<file path="config.mk">
export PLATFORM = sky130hd
export DESIGN_NAME = sdByteLink_flat
export DESIGN_NICKNAME = d
export VERILOG_FILES = /design/src/source/sdPkg.sv /design/src/source/sdIfs.sv /design/src/source/sdByteLink.sv /design/src/flat_wrapper.sv
export SDC_FILE = /design/constraint.sdc
export NUM_CORES = 1
export LEC_CHECK = 0
export ABC_AREA = 1
export BUFFER_PORTS_ARGS = -buffer_cell sky130_fd_sc_hd__clkbuf_2
export CAP_MARGIN = 15
export CORE_AREA = 5 5 50 52
export DETAILED_ROUTE_END_ITERATION = 16
export DIE_AREA = 0 0 55 57
export PLACE_DENSITY = 0.72
export SETUP_SLACK_MARGIN = 0.02
export SLEW_MARGIN = 40
export SYNTH_ARGS = -nofsm -noshare
export SYNTH_HDL_FRONTEND = slang
export SYNTH_SLANG_ARGS = --single-unit
</file>
<file path="constraint.sdc">
create_clock -name sclk -period 1.6 [get_ports sclk]
set_clock_uncertainty 0.1 [all_clocks]
set_input_delay 0.08 -clock sclk [delete_from_list [all_inputs] [get_ports sclk]]
set_output_delay 0.08 -clock sclk [all_outputs]
set_load 0.05 [all_outputs]
</file>
<file path="src/source/sdPkg.sv">
// shared types, command numbers, response codes and sizes of the SPI-mode SD card
// imported by the card modules and the interfaces that carry typed fields
`default_nettype none

package sdPkg;

   typedef logic [7:0]  byteT;      // one byte on the bus or in memory
   typedef logic [5:0]  cmdIndexT;
   typedef logic [31:0] argT;
   typedef logic [31:0] ocrT;
   typedef logic [11:0] memAddrT;   // byte address with the block number on top
   typedef logic [2:0]  blockIdxT;
   typedef logic [8:0]  byteCntT;   // byte position within a block

   // sizes
   localparam int unsigned BLOCK_BYTES = 512;
   localparam int unsigned NUM_BLOCKS  = 8;
   localparam int unsigned MEM_BYTES   = BLOCK_BYTES * NUM_BLOCKS;
   localparam int unsigned BUSY_BYTES  = 4;    // length of the write busy phase in bytes

   // command numbers
   localparam int unsigned CMD_GO_IDLE      = 0;
   localparam int unsigned CMD_SEND_IF_COND = 8;
   localparam int unsigned CMD_READ_SINGLE  = 17;
   localparam int unsigned CMD_WRITE_SINGLE = 24;
   localparam int unsigned CMD_APP          = 55;
   localparam int unsigned CMD_READ_OCR     = 58;
   localparam int unsigned ACMD_OP_COND     = 41;

   // R1 bits
   localparam byteT R1_IDLE     = 8'h01;
   localparam byteT R1_ILLEGAL  = 8'h04;
   localparam byteT R1_ADDR_ERR = 8'h20;

   localparam byteT        TOKEN_START   = 8'hFE;
   localparam byteT        DATA_ACCEPTED = 8'h05;
   localparam logic [15:0] CRC_STUCK     = 16'hAAAA;  // read data crc is not computed
   localparam ocrT         OCR_BASE      = 32'h00FF8000;  // 2.7 to 3.6 V window
   localparam ocrT         OCR_READY     = 32'hC0000000;  // power-up done and high capacity
   localparam logic [3:0]  VHS_ACCEPT    = 4'h1;

   // controller states
   typedef enum logic [3:0] {
      ST_IDLE,
      ST_RESP,      // filler byte followed by R1 and the R3/R7 tail
      ST_RD_GAP,
      ST_RD_DATA,
      ST_RD_CRC,
      ST_WR_DATA,
      ST_WR_CRC,
      ST_WR_GAP,
      ST_WR_BUSY
   } ctrlStateT;

endpackage

`default_nettype wire
</file>
<file path="src/source/sdIfs.sv">
// interfaces between the card's internal blocks for commands, the byte link and memory
// instantiated once each in the card top
`timescale 1ns/1ns
`default_nettype none


interface sdByteIf;
   import sdPkg::*;

   logic txLoad;
   byteT txData;
   logic txDone;     // last bit of the byte is on miso
   logic rxHunt;
   logic rxActive;
   logic rxValid;
   byteT rxData;

   modport controller (output txLoad, txData, rxHunt, rxActive,
                       input txDone, rxValid, rxData);
   modport link       (input txLoad, txData, rxHunt, rxActive,
                       output txDone, rxValid, rxData);
endinterface


`default_nettype wire

</file>
<file path="src/source/sdByteLink.sv">
// byte-level link to the host that serializes bytes onto miso MSB first
// and frames mosi into bytes after the end of a start token
`timescale 1ns/1ns
`default_nettype none

module sdByteLink (
   input  logic sclk,
   input  logic rstn,
   input  logic mosi,
   output logic miso,
   sdByteIf.link link
);
   import sdPkg::*;

   byteT       txSr;
   logic [3:0] txCnt;     // bits left on the wire or 0 when idle
   byteT       rxSr;
   logic [2:0] rxCnt;
   logic       hunting;   // waiting for the 0 that ends the token

   assign link.txDone = (txCnt == 4'd1);
   assign link.rxData = rxSr;

   always_ff @(posedge sclk) begin
      if (!rstn) begin
         miso <= 1'b1;
         txCnt <= '0;
      end else if (link.txLoad) begin
         miso <= link.txData[7];
         txCnt <= 4'd8;
      end else if (txCnt > 4'd1) begin
         miso <= txSr[7];
         txCnt <= txCnt - 4'd1;
      end else begin
         miso <= 1'b1;   // idle high
         txCnt <= '0;
      end
   end

   always_ff @(posedge sclk) begin
      if (link.txLoad) txSr <= {link.txData[6:0], 1'b1};
      else txSr <= {txSr[6:0], 1'b1};
   end

   always_ff @(posedge sclk) begin
      if (!rstn) begin
         hunting <= 1'b0;
         rxCnt <= '0;
         link.rxValid <= 1'b0;
      end else begin
         link.rxValid <= 1'b0;
         if (link.rxHunt) begin
            hunting <= 1'b1;
            rxCnt <= '0;
         end else if (hunting) begin
            if (!mosi) hunting <= 1'b0;   // bytes start on the next bit
         end else if (link.rxActive) begin
            rxCnt <= rxCnt + 3'd1;
            if (rxCnt == 3'd7) link.rxValid <= 1'b1;
         end
      end
   end

   always_ff @(posedge sclk) begin
      if (!hunting && link.rxActive) rxSr <= {rxSr[6:0], mosi};
   end

endmodule

`default_nettype wire

</file>
<file path="src/flat_wrapper.sv">
// flat-port wrapper written by rule: the top's interface ports become plain ports
module sdByteLink_flat import sdPkg::*;
  (sclk, rstn, mosi, miso, link_txLoad, link_txData, link_rxHunt, link_rxActive, link_txDone, link_rxValid, link_rxData);
  sdByteIf link_i ();
  input  logic sclk;
  input  logic rstn;
  input  logic mosi;
  output logic miso;
  input wire logic [$bits(link_i.txLoad)-1:0] link_txLoad;
  input wire logic [$bits(link_i.txData)-1:0] link_txData;
  input wire logic [$bits(link_i.rxHunt)-1:0] link_rxHunt;
  input wire logic [$bits(link_i.rxActive)-1:0] link_rxActive;
  output wire logic [$bits(link_i.txDone)-1:0] link_txDone;
  output wire logic [$bits(link_i.rxValid)-1:0] link_rxValid;
  output wire logic [$bits(link_i.rxData)-1:0] link_rxData;
  assign link_i.txLoad = link_txLoad;
  assign link_i.txData = link_txData;
  assign link_i.rxHunt = link_rxHunt;
  assign link_i.rxActive = link_rxActive;
  assign link_txDone = link_i.txDone;
  assign link_rxValid = link_i.rxValid;
  assign link_rxData = link_i.rxData;
  sdByteLink u_core (.sclk(sclk), .rstn(rstn), .mosi(mosi), .miso(miso), .link(link_i));
endmodule
</file>
# Word-level counts from Yosys, hierarchy flattened
# Cells that the tools add are included.
# totals
ff_bits	26
input_bits	14
output_inout_bits	11
wordCells	32
# op_classes
add_sub_neg	2
n_lt_le_gt_ge	1
eq_ne	2
n_mux	9
bitwise_logic	4
n_reduce_logical	6
# op_table
cell	count
4-bit two-way mux	2
8-bit two-way mux	1
1-bit two-way mux	6
4-bit by 1-bit equality test with 1-bit output, second input constant	1
4-bit by 1-bit > comparator with 1-bit output, second input constant	1
1-bit inverter	4
4-bit OR reduction	1
4-bit by 1-bit subtractor with 4-bit output, second input constant	1
3-bit by 1-bit adder with 3-bit output, second input constant	1
3-bit equality test, second input constant	1
3-bit OR reduction	1
2-bit AND reduction	1
2-bit OR reduction	1
1-bit logical AND	1
1-bit zero test	1

# Longest topological paths before layout
# depth
depth_word	3
mapped_depth	6
mapped_depth_nobuf	6

# Worst setup path before layout
# No wires, ideal clock.
# synth_timing
path_kind	reg2out
startpoint	reg u_core.txCnt[1]
endpoint	out link_txDone
arrival_time_ns	1.221
t_required_ns	1.420
slack_ns	0.199
path_stages_with_launch	5
n_path_buf	0
cell_sequence	dfxtp_1 inv_1 ha_1 nand2_1 nor2_1
# synth_between
elab_chain_cells	1
# synth_rtl
item	line_no	rtl
start, declared	sdByteLink.sv:16	logic [3:0] txCnt;
start signal, assigned	sdByteLink.sv:33	txCnt <= txCnt - 4'd1;
4-bit by 1-bit equality test with 1-bit output	sdByteLink.sv:21	assign link.txDone = (txCnt == 4'd1);
end, declared	flat_wrapper.sv:13	output wire logic [$bits(link_i.txDone)-1:0] link_txDone;
# No other way between the ends.

# Worst setup path after layout
# Ends and elaborated chain as after synthesis.

==> summary.txt <==
Layout
  – Antenna cells: 0
  – FILL cells: 167
  – Syn-to-layout area delta: 40.0%
  – Ratio of cells with drive above 1 in the final layout: 25.5%
  – Final instance area: 0.00128 mm²
  – Nets: 156

Floorplanning
  – # IOs: 25
  – Total die area: 0.00314 mm²
  – Starting Density: 44.3%
  – Site Rows: 17
  – Core area: 0.00206 mm²
  – Die Ht: 57 µm
  – Die W: 55 µm

Placed design
  – Placed instance area: 0.00107 mm²
  – IO Port Bufs: 24
  – Final RePlAce weighted congestion: 0.704
  – Pre-CTS setup slack: 0.282 ns
  – Detailed Place HPWL: 1120 µm

Synth
  – Largest area contributor in the netlist: dfxtp_1
  – Synth warnings: 0
  – Synth cell count leaders: nand2_1, dfxtp_1, edfxtp_1, inv_1, nor2_1
  – Top post-synthesis cells by area: dfxtp_1, edfxtp_1, nand2_1
  – Post-Syn Nets: 109
  – Synth unique cells: 17
  – Post-synthesis sequential area ratio: 63.6%
  – Post-synth EDFFs: 8
  – Post-Synthesis Cell Area: 913 µm²
  – Post-synth top area share: 37.3%
  – Count leader, synth: nand2_1
  – Synth Register Bits: 25
  – Fraction of registers with async set/reset: 0%
  – Cells after synthesis: 91
  – Main synth FF type: dfxtp_1
  – Mapped Avg Cell Area: 10.0 µm²

Setup path
  – RR Endpoint: u_core.miso$_SDFF_PN1_
  – Slowest CP cell: dfxtp_1
  – Worst EP required: 1.42 ns
  – Worst r2r src: u_core.txCnt[0]$_SDFF_PP0_
  – CP Max Fanout: 2
  – CP peak stage delay: 0.33 ns
  – R2R depth: 6
  – CP delay by family, top: flip-flops
  – Reg-to-reg slack, setup: 0.27 ns
  – WP depth: 5
  – Worst-path cell chain: inv_1 > ha_1 > nand2_1 > nor2_1 > clkbuf_4
  – Crit path buf inv count: 2
  – Endpoint class of the critical path: output port
  – Worst setup SP type: flop
  – Crit path arrival time: 1.27 ns
  – Crit Path Category: reg -> out

Drt
  – Number of vias per cell: 4.33
  – Initial drt markers: 2
  – Total vias in the final route: 714
  – Final WL: 1640 µm
  – Antenna Nets Post-Route: 0
  – Drt drc: 0
  – DR WL/cell: 9.93 µm
  – 1st-pass router iterations: 4

Hold path
  – Worst min-delay path endpoint: u_core.link.rxValid$_SDFF_PP0_
  – Hold Path Stages: 5
  – Worst Hold Class: in -> reg
  – HP Start: link_rxActive

Global routing
  – First-pass GRT wire length: 2760 µm
  – Largest net degree at the start of global routing: 15
  – Overflow after GRT: 0
  – Overall routing resource usage: 11.9%
  – Vias in the first global route: 702
  – Antenna violations before repair: 0

Pwr
  – Leak pwr: 0.591 nW
  – Total chip power: 0.00120 W
  – Pwr dens: 937 mW/mm²
  – Worst supply voltage drop on vdd: 0.000663 V

Run status
  – Outcome: finished, final reports clean

STA
  – WHS: 0.0444 ns
  – Max_slew headroom: 77.4%
  – Fin crit share: 90.4%
  – Tmin final: 1.45 ns
  – TNS Setup: 0 ns
  – RSZ-0062 raised after global routing: false
  – Setup ws final: 0.154 ns
  – Slew Viols, Final: 0
  – Worst slew pin tran: 0.338 ns
  – Hold Fails Final Rpt: 0
  – Setup Viol. Count Final: 0
  – Max Clock Freq: 0.692 GHz

CTS
  – Post-CTS setup buffer count: 0
  – TritonCTS clock tree: yes
  – Number of buffers created by CTS: 3
  – Root Driver: clkbuf_4
  – H-Tree Depth: 1
  – Clk sinks: 25
  – Clk_lat worst skew: 0.30 ns
  – Clk slew on worst S/H paths: 0.12 ns
  – Clock buffer depth: 2

Run
  – Max-Cap Viols: 0
[cell type report]
cell class	instances	area [µm²]	area share (%)
Timing Repair Buffer	42	303	23.7
Sequential cell	25	581	45.4
Tap cell	28	35.0	2.74
Multi-Input combinational cell	57	299	23.4
Inverter	9	33.8	2.64
Clock buffer	3	22.5	1.76
Clock inverter	1	5.00	0.391
[timing repair]
action | in CTS | in global routing
gates resized for setup | 0 | 2
hold buffers | 18 | 0
endpoints found under the hold margin | 17 | 0
setup endpoints to repair | 0 | 1
[worst reg2reg max path: stages (launching register included)]
cell and delay (ns):
dfxtp_1 0.38, inv_1 0.08, ha_1 0.23, o21ai_2 0.16
nand3_2 0.12, nor2_1 0.13, nor2_2 0.04
[worst max-delay path by stage]
stage	start	endpoint
finish	u_core.txCnt[1]$_SDFF_PP0_	link_txDone
global route	u_core.txCnt[1]$_SDFF_PP0_	link_txDone
CTS	u_core.txCnt[1]$_SDFF_PP0_	link_txDone
detailed placement	u_core.txCnt[0]$_SDFF_PP0_	u_core.miso$_SDFF_PN1_
global placement	u_core.txCnt[0]$_SDFF_PP0_	u_core.miso$_SDFF_PN1_
floorplan	u_core.txCnt[1]$_SDFF_PP0_	link_txDone
[registers in the layout (all words and copies together), names as in the netlist]
name / count
u_core.link.rxValid: 1
u_core.txCnt: 4
u_core.txSr: 7
u_core.link.rxData: 8
u_core.hunting: 1
u_core.rxCnt: 3
u_core.miso: 1
[metal layers]
metal | GRT usage [%] | wire (µm) | vias to the layer above
met3 | 2.87 | 89 | 0
met5 | 0 | 0 | -
met1 | 13.5 | 640 | 314
li1 | - | - | 382
met2 | 21.5 | 908 | 18
met4 | 3.13 | 0 | 0
[through the flow]
stage | utilization (%) | std cells
floorplan | - | 91
global placement | 51.8 | 143
detailed placement | 51.8 | 143
CTS | 61.9 | 165
global route | 62.0 | 165
finish | 62.0 | 165
[layout by cell type (no fill, tap or decap)]
| cell | n |
|---|---|
| a21oi_1 | 5 |
| clkbuf_2 | 23 |
| clkbuf_4 | 4 |
| clkinv_2 | 1 |
| dfxtp_1 | 17 |
| dlygate4sd3_1 | 18 |
| edfxtp_1 | 8 |
| ha_1 | 4 |
| inv_1 | 8 |
| inv_2 | 1 |
| nand2_1 | 30 |
| nand3_1 | 2 |
| nand3_2 | 1 |
| nor2_1 | 8 |
| nor2_2 | 1 |
| nor2_4 | 1 |
| nor3_2 | 1 |
| nor3b_2 | 1 |
| o21ai_2 | 1 |
| or2_0 | 1 |
| or2_1 | 1 |
[power by group]
part           switching, W  leakage (nW)  internal (W)
registers         0.0000190         0.217      0.000699
clock network      0.000170        0.0177     0.0000932
logic              0.000131         0.356     0.0000855
[cell families (layout without fill, tap and decap cells)]
family / count (synthesis) / after routing / synth area share [%]
flops: 25 / 25 / 63.6
buf+inv: 9 / 55 / 3.70
simple gates: 47 / 47 / 23.6
compound gates: 6 / 6 / 3.70
fa+ha+maj: 4 / 4 / 5.48
Power figures use the tool's default switching activity.
