### src/source/sdPkg.sv
// shared types, command numbers, response codes and sizes of the SPI-mode SD card
// imported by the card modules and the interfaces that carry typed fields
`default_nettype none

package sdPkg;

   typedef logic [7:0]  byteT;      // one byte on the bus or in memory
   typedef logic [5:0]  cmdIndexT;
   typedef logic [31:0] argT;
   typedef logic [31:0] ocrT;
   typedef logic [11:0] memAddrT;   // byte address with the block number on top
   typedef logic [2:0]  blockIdxT;
   typedef logic [8:0]  byteCntT;   // byte position within a block

   // sizes
   localparam int unsigned BLOCK_BYTES = 512;
   localparam int unsigned NUM_BLOCKS  = 8;
   localparam int unsigned MEM_BYTES   = BLOCK_BYTES * NUM_BLOCKS;
   localparam int unsigned BUSY_BYTES  = 4;    // length of the write busy phase in bytes

   // command numbers
   localparam int unsigned CMD_GO_IDLE      = 0;
   localparam int unsigned CMD_SEND_IF_COND = 8;
   localparam int unsigned CMD_READ_SINGLE  = 17;
   localparam int unsigned CMD_WRITE_SINGLE = 24;
   localparam int unsigned CMD_APP          = 55;
   localparam int unsigned CMD_READ_OCR     = 58;
   localparam int unsigned ACMD_OP_COND     = 41;

   // R1 bits
   localparam byteT R1_IDLE     = 8'h01;
   localparam byteT R1_ILLEGAL  = 8'h04;
   localparam byteT R1_ADDR_ERR = 8'h20;

   localparam byteT        TOKEN_START   = 8'hFE;
   localparam byteT        DATA_ACCEPTED = 8'h05;
   localparam logic [15:0] CRC_STUCK     = 16'hAAAA;  // read data crc is not computed
   localparam ocrT         OCR_BASE      = 32'h00FF8000;  // 2.7 to 3.6 V window
   localparam ocrT         OCR_READY     = 32'hC0000000;  // power-up done and high capacity
   localparam logic [3:0]  VHS_ACCEPT    = 4'h1;

   // controller states
   typedef enum logic [3:0] {
      ST_IDLE,
      ST_RESP,      // filler byte followed by R1 and the R3/R7 tail
      ST_RD_GAP,
      ST_RD_DATA,
      ST_RD_CRC,
      ST_WR_DATA,
      ST_WR_CRC,
      ST_WR_GAP,
      ST_WR_BUSY
   } ctrlStateT;

endpackage

`default_nettype wire
### src/source/sdIfs.sv
// interfaces between the card's internal blocks for commands, the byte link and memory
// instantiated once each in the card top
`timescale 1ns/1ns
`default_nettype none

interface sdCmdIf;
   import sdPkg::*;

   logic     cmdValid;   // one-cycle pulse per captured frame
   cmdIndexT cmdIndex;
   argT      cmdArg;
   logic     ready;      // high while the controller is idle and a new frame may start

   modport sender   (output cmdValid, cmdIndex, cmdArg, input ready);
   modport receiver (input cmdValid, cmdIndex, cmdArg, output ready);
endinterface

interface sdByteIf;
   import sdPkg::*;

   logic txLoad;
   byteT txData;
   logic txDone;     // last bit of the byte is on miso
   logic rxHunt;
   logic rxActive;
   logic rxValid;
   byteT rxData;

   modport controller (output txLoad, txData, rxHunt, rxActive,
                       input txDone, rxValid, rxData);
   modport link       (input txLoad, txData, rxHunt, rxActive,
                       output txDone, rxValid, rxData);
endinterface

interface sdMemIf;
   import sdPkg::*;

   memAddrT addr;
   byteT    wrData;
   logic    wrEn;
   byteT    rdData;   // one cycle after addr

   modport master (output addr, wrData, wrEn, input rdData);
   modport memory (input addr, wrData, wrEn, output rdData);
endinterface

`default_nettype wire

### src/source/sdCardCtrl.sv
// command decoder and response/data sequencer of the card
// builds R1/R3/R7, streams read blocks out and takes write blocks into memory
`timescale 1ns/1ns
`default_nettype none

module sdCardCtrl (
   input logic sclk,
   input logic rstn,
   sdCmdIf.receiver cmd,
   sdByteIf.controller link,
   sdMemIf.master mem
);
   import sdPkg::*;

   ctrlStateT   state, stateNext;
   byteCntT     byteCnt, byteCntNext;
   logic [39:0] respSr, respSrNext;   // response bytes, MSB byte first
   blockIdxT    blkIdx;
   logic        initFlag, appFlag;
   logic        goRead, goWrite;

   // decode results for the frame on cmd
   byteT        r1Idle, r1Byte;
   logic [31:0] respTail;
   byteCntT     respLen;
   logic        decRead, decWrite, initNext, appNext;
   ocrT         ocrVal;

   assign ocrVal = initFlag ? (OCR_BASE | OCR_READY) : OCR_BASE;
   assign appNext = !appFlag && (cmd.cmdIndex == cmdIndexT'(CMD_APP));

   always_comb begin
      r1Idle = initFlag ? 8'h00 : R1_IDLE;
      r1Byte = r1Idle | R1_ILLEGAL;   // anything not matched below
      respTail = '0;
      respLen = 9'd1;
      decRead = 1'b0;
      decWrite = 1'b0;
      initNext = initFlag;
      if (appFlag) begin
         if (cmd.cmdIndex == cmdIndexT'(ACMD_OP_COND)) begin
            r1Byte = 8'h00;
            initNext = 1'b1;
         end
      end else begin
         case (cmd.cmdIndex)
            cmdIndexT'(CMD_GO_IDLE): begin
               r1Byte = R1_IDLE;
               initNext = 1'b0;
            end
            cmdIndexT'(CMD_SEND_IF_COND): begin
               r1Byte = r1Idle;
               respTail = {16'h0000, (cmd.cmdArg[11:8] == VHS_ACCEPT) ? 8'h01 : 8'h00,
                           cmd.cmdArg[7:0]};
               respLen = 9'd5;
            end
            cmdIndexT'(CMD_APP): r1Byte = r1Idle;
            cmdIndexT'(CMD_READ_OCR): begin
               r1Byte = r1Idle;
               respTail = ocrVal;
               respLen = 9'd5;
            end
            cmdIndexT'(CMD_READ_SINGLE), cmdIndexT'(CMD_WRITE_SINGLE): begin
               if (initFlag) begin
                  if (cmd.cmdArg >= argT'(NUM_BLOCKS)) begin
                     r1Byte = R1_ADDR_ERR;
                  end else begin
                     r1Byte = 8'h00;
                     decRead = (cmd.cmdIndex == cmdIndexT'(CMD_READ_SINGLE));
                     decWrite = (cmd.cmdIndex == cmdIndexT'(CMD_WRITE_SINGLE));
                  end
               end
            end
            default: ;
         endcase
      end
   end

   assign cmd.ready = (state == ST_IDLE);
   assign link.rxActive = (state == ST_WR_DATA) || (state == ST_WR_CRC);
   assign mem.addr = {blkIdx, byteCnt};
   assign mem.wrData = link.rxData;

   // loads land on txDone so the byte stream stays gapless
   always_comb begin
      stateNext = state;
      byteCntNext = byteCnt;
      respSrNext = respSr;
      link.txLoad = 1'b0;
      link.txData = 8'hFF;
      link.rxHunt = 1'b0;
      mem.wrEn = 1'b0;
      case (state)
         ST_IDLE: if (cmd.cmdValid) begin
            link.txLoad = 1'b1;   // filler byte
            respSrNext = {r1Byte, respTail};
            byteCntNext = respLen;
            stateNext = ST_RESP;
         end
         ST_RESP: if (link.txDone) begin
            if (byteCnt != '0) begin
               link.txLoad = 1'b1;
               link.txData = respSr[39:32];
               respSrNext = {respSr[31:0], 8'hFF};
               byteCntNext = byteCnt - 9'd1;
            end else if (goRead) begin
               link.txLoad = 1'b1;   // one 0xFF before the token
               stateNext = ST_RD_GAP;
            end else if (goWrite) begin
               link.rxHunt = 1'b1;
               byteCntNext = '0;
               stateNext = ST_WR_DATA;
            end else begin
               stateNext = ST_IDLE;
            end
         end
         ST_RD_GAP: if (link.txDone) begin
            link.txLoad = 1'b1;
            link.txData = TOKEN_START;
            byteCntNext = '0;   // first read address goes out here
            stateNext = ST_RD_DATA;
         end
         ST_RD_DATA: if (link.txDone) begin
            link.txLoad = 1'b1;
            link.txData = mem.rdData;
            byteCntNext = byteCnt + 9'd1;
            if (byteCnt == byteCntT'(BLOCK_BYTES - 1)) stateNext = ST_RD_CRC;
         end
         ST_RD_CRC: if (link.txDone) begin
            if (byteCnt == 9'd2) begin
               stateNext = ST_IDLE;
            end else begin
               link.txLoad = 1'b1;
               link.txData = byteCnt[0] ? CRC_STUCK[7:0] : CRC_STUCK[15:8];
               byteCntNext = byteCnt + 9'd1;
            end
         end
         ST_WR_DATA: if (link.rxValid) begin
            mem.wrEn = 1'b1;
            byteCntNext = byteCnt + 9'd1;
            if (byteCnt == byteCntT'(BLOCK_BYTES - 1)) stateNext = ST_WR_CRC;
         end
         ST_WR_CRC: if (link.rxValid) begin
            byteCntNext = byteCnt + 9'd1;
            if (byteCnt == 9'd1) begin
               link.txLoad = 1'b1;   // 0xFF ahead of the data response
               stateNext = ST_WR_GAP;
            end
         end
         ST_WR_GAP: if (link.txDone) begin
            link.txLoad = 1'b1;
            link.txData = DATA_ACCEPTED;
            byteCntNext = '0;
            stateNext = ST_WR_BUSY;
         end
         ST_WR_BUSY: if (link.txDone) begin
            if (byteCnt == byteCntT'(BUSY_BYTES)) begin
               stateNext = ST_IDLE;
            end else begin
               link.txLoad = 1'b1;
               link.txData = 8'h00;   // busy holds miso low
               byteCntNext = byteCnt + 9'd1;
            end
         end
         default: stateNext = ST_IDLE;
      endcase
   end

   always_ff @(posedge sclk) begin
      if (!rstn) begin
         state <= ST_IDLE;
         byteCnt <= '0;
         initFlag <= 1'b0;
         appFlag <= 1'b0;
         goRead <= 1'b0;
         goWrite <= 1'b0;
      end else begin
         state <= stateNext;
         byteCnt <= byteCntNext;
         if (state == ST_IDLE && cmd.cmdValid) begin
            initFlag <= initNext;
            appFlag <= appNext;
            goRead <= decRead;
            goWrite <= decWrite;
         end
      end
   end

   always_ff @(posedge sclk) begin
      respSr <= respSrNext;
      if (state == ST_IDLE && cmd.cmdValid) blkIdx <= cmd.cmdArg[2:0];
   end

endmodule

`default_nettype wire

### src/flat_wrapper.sv
// flat-port wrapper written by rule: the top's interface ports become plain ports
module sdCardCtrl_flat import sdPkg::*;
  (sclk, rstn, cmd_cmdValid, cmd_cmdIndex, cmd_cmdArg, cmd_ready, link_txLoad, link_txData, link_rxHunt, link_rxActive, link_txDone, link_rxValid, link_rxData, mem_addr, mem_wrData, mem_wrEn, mem_rdData);
  sdCmdIf cmd_i ();
  sdByteIf link_i ();
  sdMemIf mem_i ();
  input logic sclk;
  input logic rstn;
  input wire logic [$bits(cmd_i.cmdValid)-1:0] cmd_cmdValid;
  input wire logic [$bits(cmd_i.cmdIndex)-1:0] cmd_cmdIndex;
  input wire logic [$bits(cmd_i.cmdArg)-1:0] cmd_cmdArg;
  output wire logic [$bits(cmd_i.ready)-1:0] cmd_ready;
  output wire logic [$bits(link_i.txLoad)-1:0] link_txLoad;
  output wire logic [$bits(link_i.txData)-1:0] link_txData;
  output wire logic [$bits(link_i.rxHunt)-1:0] link_rxHunt;
  output wire logic [$bits(link_i.rxActive)-1:0] link_rxActive;
  input wire logic [$bits(link_i.txDone)-1:0] link_txDone;
  input wire logic [$bits(link_i.rxValid)-1:0] link_rxValid;
  input wire logic [$bits(link_i.rxData)-1:0] link_rxData;
  output wire logic [$bits(mem_i.addr)-1:0] mem_addr;
  output wire logic [$bits(mem_i.wrData)-1:0] mem_wrData;
  output wire logic [$bits(mem_i.wrEn)-1:0] mem_wrEn;
  input wire logic [$bits(mem_i.rdData)-1:0] mem_rdData;
  assign cmd_i.cmdValid = cmd_cmdValid;
  assign cmd_i.cmdIndex = cmd_cmdIndex;
  assign cmd_i.cmdArg = cmd_cmdArg;
  assign cmd_ready = cmd_i.ready;
  assign link_txLoad = link_i.txLoad;
  assign link_txData = link_i.txData;
  assign link_rxHunt = link_i.rxHunt;
  assign link_rxActive = link_i.rxActive;
  assign link_i.txDone = link_txDone;
  assign link_i.rxValid = link_rxValid;
  assign link_i.rxData = link_rxData;
  assign mem_addr = mem_i.addr;
  assign mem_wrData = mem_i.wrData;
  assign mem_wrEn = mem_i.wrEn;
  assign mem_i.rdData = mem_rdData;
  sdCardCtrl u_core (.sclk(sclk), .rstn(rstn), .cmd(cmd_i), .link(link_i), .mem(mem_i));
endmodule
### config.mk
export PLATFORM = sky130hd
export DESIGN_NAME = sdCardCtrl_flat
export DESIGN_NICKNAME = d
export VERILOG_FILES = /design/src/source/sdPkg.sv /design/src/source/sdIfs.sv /design/src/source/sdCardCtrl.sv /design/src/flat_wrapper.sv
export SDC_FILE = /design/constraint.sdc
export NUM_CORES = 1
export LEC_CHECK = 0
export CAP_MARGIN = 20
export CORE_MARGIN = 3
export CORE_UTILIZATION = 50
export CTS_CLUSTER_DIAMETER = 30
export DETAILED_ROUTE_END_ITERATION = 10
export DONT_BUFFER_PORTS = 1
export GPL_TIMING_DRIVEN = 1
export PLACE_DENSITY = 0.75
export SYNTH_ARGS = -nofsm -noshare
export SYNTH_HDL_FRONTEND = slang
export SYNTH_SLANG_ARGS = --single-unit
### constraint.sdc
create_clock -name sclk -period 12.47 [get_ports sclk]
set_input_delay 2.494 -clock sclk [delete_from_list [all_inputs] [get_ports sclk]]
set_output_delay 2.494 -clock sclk [all_outputs]
set_load 0.01 [all_outputs]
* Word-level counts from Yosys, hierarchy flattened
Cells that the tools add are included.
W data, S select, Z words.
** Word-level totals
- Word-level logic and storage cells :: 160
- Output and inout bits :: 33
- Bits in registers :: 60
- Bits of input ports :: 59
** Operators by class
- Add/subtract/negate cells :: 2
- Magnitude comparators :: 1
- Reduce and logical (&&, ||, !) cells :: 20
- Mux-type cells :: 87
- Eq/ne operators :: 42
** Operators with widths (number)
- $mux W40 :: 3
- $mux W9 :: 12
- $mux W8 :: 10
- $pmux W40 S2 :: 1
- $mux W32 :: 2
- $mux W4 :: 16
- $pmux W32 S2 :: 1
- $pmux W9 S7 :: 1
- $pmux W8 S6 :: 1
- $pmux W4 S9 :: 1
- $ge A32 B4 Y1 const B :: 1
- $mux W1 :: 32
- $ne A2 B2 Y1 const B :: 15
- $pmux W8 S3 :: 1
- $eq A6 B6 Y1 const B :: 3
- $eq A4 B3 Y1 const B :: 4
- $reduce_and A15 Y1 :: 1
- $eq A6 B5 Y1 const B :: 2
- $ne A2 B1 Y1 const B :: 6
- $reduce_and A12 Y1 :: 1
- $add A9 B1 Y9 const B :: 1
- $eq A9 B1 Y1 const B :: 1
- $eq A9 B2 Y1 const B :: 1
- $eq A9 B3 Y1 const B :: 1
- other kinds (24) :: 34

* Longest topological paths before layout
Gate-level depths: netlist (run 1).
- Depth in word-level cells :: 7
- Depth in mapped cells :: 10

* Worst setup path after synthesis (run 1)
No wires, ideal clock.
- Kind :: input to register
- From :: input port link_txDone
- To :: register u_core.respSr[0], enable pin
- Stages :: 3
- Required time :: 11.933 ns
- Data arrival time :: 6.664 ns
- Setup time :: 0.537 ns
- Slack :: 5.269 ns
- Cells stage by stage :: clkbuf_1 -> mux2i_1 -> nor4_1
** Between the ends
- Longest elaborated chain between the ends :: 2
** RTL lines
- start, declared :: line flat_wrapper.sv:17 : input wire logic [$bits(link_i.txDone)-1:0] link_txDone;
- $ne A2 B2 Y1 (no source line)
- $reduce_and A4 Y1 (no source line)
- end signal, assigned :: line sdCardCtrl.sv:190 : respSr <= respSrNext;
- end, declared :: line sdCardCtrl.sv:17 : logic [39:0] respSr, respSrNext;
Every way passes these cells.
A chain may end at the register's enable or synchronous reset.

* Worst setup path in the final report (run 1)
- From :: input port link_txDone
- To :: output port link_txData[0]
** Between the ends
- Longest elaborated chain between the ends :: 2
- Elaborated cells on any way between the ends :: 6
- Classes of those cells :: 6 x mux
** RTL lines
- $mux W8 (tied with other cells) :: line sdCardCtrl.sv:156 : ST_WR_BUSY: if (link.txDone) begin
- $pmux W8 S6 * :: line sdCardCtrl.sv:93 : case (state)
- end, declared :: line flat_wrapper.sv:14 : output wire logic [$bits(link_i.txData)-1:0] link_txData;
Every way passes the cells marked *; elsewhere a longest branch is shown, timed or not.

==> flow_summary.yaml, run 1 <==
status:
  outcome: "finished, final reports clean"
power:
  power_frac_clock_pct: 23.0
  power_density_nw_per_um2: 211
  swShare_pct: 37.4
  seqPwrFrac_pct: 42.4
  intPower_uw: 530
  pwr-share-comb_pct: 34.6
  switching_power_uw: 317
  power.leakage_uw: 0.00145
  irDropWorstVdd_mv: 0.105
clock_tree:
  cts_resized: 0
  cts.sinks: 60
  cts_setup_buffers: 0
  insertion_delay_ns: 0.34
  cts_buffers: 9
  clk_path_buf_depth: 2
  cts_tree: "done"
  hold_buffers: 0
  root_buffer: "clkbuf_8"
  htreeDepth: 3
  clk_pin_slew_ns: 0.07
global_routing:
  grt_overflow: 0
  grt_max_degree: 42
  grt_use_total_pct: 21.6
  antenna_found_initial: 1
  grt_pass1_vias: 3029
  grt_pass1_wl_mm: 14.8
synthesis:
  async_flop_share_pct: 0
  netlist_area_um2: 3830
  synth_top_area_share_pct: 33.7
  yosysUniqueCellTypes: 69
  synth.net_count: 486
  syn-mean-instance-area_um2: 9.09
  synth_edf_count: 43
  ys.flop_type: "edfxtp_1"
  ys_seq_area_share_pct: 42.6
  ys_top_cells_by_area: "edfxtp_1, dfxtp_1, nand2_1"
  yosys.area.top_type: "edfxtp_1"
  synthCells: 421
  ys_warn_count: 0
  ys_ff_latch: 60
sta:
  setup_tns_ns: 0
  setup_viol: 0
  rsz0062_at_grt: "false"
  worst_pin_slew_ns: 1.04
  drv_slew: 0
  slew_headroom_pct: 30.8
  period_share_pct: 49.0
  timing.fmax_mhz: 164
  fin_skew_ns: 0.0115
  period_minus_slack_ns: 6.11
  finalHoldViolCount: 0
placement:
  dp_cells: 486
  dpl.hpwl_mm: 6.53
  gp_congestion: 0.920
  port_buffers: 0
detailed_routing:
  drt_first_pass_iters: 5
  routed.top_layer: "met5"
  wl_per_cell_um: 18.5
  dr_wl_met3_um: 857
  num_vias: 3257
  wl_met2_mm: 4.45
  vias_per_cell: 6.49
  m1WireLength_mm: 3.76
  routed_wl_mm: 9.29
  drc: 0
  drt_iter0_markers: 350
  ant_nets: 0
worst_setup_path:
  startpoint_type: "input pin"
  crit_type: "input pin to primary output"
  rrSetupSlack_ns: 9.67
  r2r-start: "u_core.state[1]"
  slowest_stage: "nor3_1"
  crit_chain: "inv_1, a211oi_2, o21bai_1, nor3_1, o21ai_0"
  slowest_delay_ns: 0.44
  rr_worst_depth: 5
  crit_fanout: 12
  crit_path_end_kind: "primary output"
  cp_data_arrival_time_ns: 3.62
  timing.rr.end: "u_core.byteCnt[5]"
  cp_data_required_time_ns: 9.98
layout:
  area_growth_syn_to_layout_pct: 5.00
  drive_above_1_share_pct: 9.18
  stdcell_count: 502
  layout.cells.most_common: "nand2_1"
  fin_util_pct: 54.8
  final_cell_mix: "nand2_1, edfxtp_1, nor2_1, and2_1, a21oi_1"
  insertedDiodeCount: 0
  fin_nets: 463
worst_hold_path:
  holdPathStages: 2
  min_to: "u_core.goWrite"
  hp-start: "u_core.goWrite"
  hold_class: "register to register"
floorplanning:
  start_util_pct: 52.2
  die_h_um: 93.5
  ioPinCount: 92
  dieArea_um2: 8740
  die_x_um: 93.5
  design.core.area_um2: 7330
  rows: 31
flow_run:
  maxCapViolCount: 0
## logic make-up (layout without fill, tap and decap cells)
family | Yosys count | in the layout | synth area share (%)
AO/OA/AOI/OAI | 99 | 99 | 18.5
buffers and inverters | 47 | 29 | 6.02
multiplexers | 7 | 7 | 1.93
adder cells (fa/ha/maj) | 6 | 6 | 1.96
flip-flops | 60 | 60 | 42.6
XOR/XNOR | 7 | 7 | 1.60
AND/OR/NAND/NOR | 195 | 195 | 27.3
## per-stage QoR
step	total power (uW)	hold slack (ns)	instance area, um^2	worst slack (ns)
floorplan	588	0.445	3830	5.27
global placement	640	0.459	3790	6.38
detailed placement	652	0.471	3790	6.36
CTS	849	0.481	4020	6.36
global route	899	0.496	4020	6.31
finish	846	0.477	4020	6.36
## final cells by class
cell class,count,area (um^2)
well taps,99,124
flip-flops and latches,60,1630
clock buffers,9,124
multi-input cells,314,1980
repair buffers,3,22.5
inverters,10,37.5
clock inverters,7,98.8
fillers,655,3310
## state kept, by name, indices dropped and copies added (netlist names)
register / count
u_core.respSr: 40
u_core.initFlag: 1
u_core.appFlag: 1
u_core.blkIdx: 3
u_core.goRead: 1
u_core.byteCnt: 9
u_core.state: 4
u_core.goWrite: 1
## worst max-delay path by stage
stage | startpoint | to | depth (start not counted)
2_1_floorplan | link_txDone | u_core.respSr[0] | 3
3_3_place_gp | link_txDone | link_txData[3] | 5
3_5_place_dp | link_txDone | link_txData[5] | 5
4_1_cts | link_txDone | link_txData[5] | 5
5_1_grt | link_txDone | link_txData[5] | 5
6_report | link_txDone | link_txData[0] | 5
## cell usage after synthesis (6+ instances only)
master	count
dfxtp_1	17
clkbuf_1	15
nand3_1	6
buf_2	6
ha_1	6
edfxtp_1	43
a21oi_1	18
nand2_1	66
and2_1	19
and3_1	6
nor3_1	16
nor2_1	23
o211ai_1	6
o21ai_0	17
nor4_1	13
inv_1	10
a22oi_1	6
buf_4	8
## critical path: cells and delay by family
family | cells | cell delay (ns)
compound gates | 3 | 0.64
buf+inv | 1 | 0.05
simple gates | 1 | 0.44
## per-layer routing
| metal | track usage, % | vias to the layer above |
|---|---|---|
| met1 | 26.0 | 1544 |
| met5 | 0 | - |
| li1 | - | 1531 |
| met2 | 34.5 | 156 |
| met3 | 7.56 | 24 |
| met4 | 10.3 | 2 |
## power by group through the flow
stage          logic (uW)  registers (uW)  clock network, uW
2_1_floorplan         246             342                  0
3_3_place_gp          280             359                  0
3_5_place_dp          290             363                  0
4_1_cts               291             359                200
5_1_grt               323             368                207
6_report              292             359                195
Note: power is estimated with default switching activity, not from simulation.
==> run 2: changes to the inputs <==
PLACE_DENSITY = 0.78   (was 0.75)
clock period = 5.35 ns   (was 12.47 ns; I/O delays follow)
==> flow_summary.yaml, run 2 (same netlist as run 1, synthesis figures left out) <==
placement:
  gp_congestion: 0.924
  placed_cell_area_um2: 3810
  port_buffers: 0
  dpl.hpwl_mm: 6.48
  place_ws_ns: 1.74
clock_tree:
  hold_buffers: 0
  cts_buffers: 9
  htreeDepth: 3
  cts_tree: "done"
  insertion_delay_ns: 0.34
  cts_resized: 0
  cts_setup_buffers: 0
  cts.sinks: 60
  clk_path_buf_depth: 2
  clk_pin_slew_ns: 0.07
  root_buffer: "clkbuf_8"
layout:
  area_growth_syn_to_layout_pct: 4.91
  regMostFlops: "u_core.respSr"
  final_cell_mix: "nand2_1, edfxtp_1, nor2_1, and2_1, a21oi_1"
  finish.instance_area_um2: 4010
  fin_nets: 464
  layout.cells.most_common: "nand2_1"
  largestRegisters: "u_core.respSr (40), u_core.byteCnt (9), u_core.state (4)"
  largest_reg_flops: 40
  drive_above_1_share_pct: 9.41
detailed_routing:
  wl_per_cell_um: 18.0
  num_vias: 3209
  routed_wl_mm: 9.10
  drc: 0
  vias_per_cell: 6.37
  drt_first_pass_iters: 5
  ant_nets: 0
  drt_iter0_markers: 305
worst_setup_path:
  rr_worst_depth: 5
  worst-path-stages: 6
  crit_path_end_kind: "primary output"
  slowest_delay_ns: 0.92
  crit_buf_inv: 1
  slowest_stage: "dfxtp_1"
  crit_fanout: 42
  cp_data_required_time_ns: 4.28
  cp_data_arrival_time_ns: 2.92
  crit_family: "flip-flops"
  crit_chain: "nor4b_4, buf_4, and4_1, o21bai_1, or3_4, a221o_1"
  crit_type: "register to primary output"
  startpoint_type: "register"
global_routing:
  grt_max_degree: 43
  grt_pass1_vias: 3057
  grt_use_total_pct: 21.7
  antenna_found_initial: 2
  grt_pass1_wl_mm: 14.8
  grt_overflow: 0
floorplanning:
  die_x_um: 93.5
  rows: 31
  start_util_pct: 52.2
  design.core.area_um2: 7330
  dieArea_um2: 8740
  die_h_um: 93.5
  ioPinCount: 92
sta:
  fin_hold_ws_ns: 0.481
  rsz0062_at_grt: "false"
  drv_slew: 0
  final.setup.worst_slack_ns: 1.36
  worst_pin_slew_ns: 0.912
  fin_skew_ns: 0.0138
  period_share_pct: 74.6
  slew_headroom_pct: 39.1
  finalHoldViolCount: 0
  setup_tns_ns: 0
  timing.fmax_mhz: 251
  period_minus_slack_ns: 3.99
  setup_viol: 0
flow_run:
  maxCapViolCount: 0
power:
  power.total_uw: 1910
  irDropWorstVdd_mv: 0.228
  power_density_nw_per_um2: 476
  power.leakage_uw: 0.00144
worst_hold_path:
  hold_class: "register to register"
  holdPathStages: 2
status:
  outcome: "finished, final reports clean"
-- run 2: cell count changes in the layout (fill, tap and decap cells not counted), sizes merged --
cell | previous run | this run
buf | 3 | 4
bufinv | 2 | 1
clkinvlp | 1 | 2
diode | 0 | 1
-- run 2: worst min-delay path, stage by stage (launching register included) --
cell     delay [ns]
dfxtp_1        0.32
nand2_1        0.06
a21oi_1        0.06
-- run 2: worst paths after layout --
path	slack [ns]	startpoint	endpoint
max reg2reg	2.62	u_core.state[0]	u_core.byteCnt[6]
min reg2reg	0.48	u_core.goWrite	u_core.goWrite
max	1.36	u_core.state[2]	link_txData[5]
min	0.48	u_core.goWrite	u_core.goWrite
-- run 2: power breakdown --
part	switching (uW)	internal, uW	leakage (uW)
Clock	189	217	0.0000958
Combinational	425	249	0.000778
Sequential	110	722	0.000568
Total	723	1190	0.00144
-- run 2: final cells by class --
type                       instances  area (um^2)
antenna                            1         2.50
clock inverter                     7         76.3
inverter                          10         37.5
clock buffer                       9          124
tap                               99          124
timing repair buffer               4         30.0
multi-input combinational        314         1990
sequential                        60         1630
fill                             668         3320
-- run 2: per-stage QoR --
| stage | instances | utilization [%] |
|---|---|---|
| after CTS | 503 | 54.7 |
| after global placement | 487 | 52.0 |
| after detailed placement | 487 | 52.0 |
| after global routing | 504 | 54.8 |
| after floorplan | 421 | - |
| final | 504 | 54.8 |
-- run 2: routing by layer --
metal | routed length (um) | vias up | global-route usage (%)
li1 | - | 1527 | -
met1 | 3710 | 1507 | 26.5
met2 | 4350 | 156 | 35.0
met3 | 877 | 17 | 7.48
met4 | 138 | 2 | 8.30
met5 | 17 | - | 0
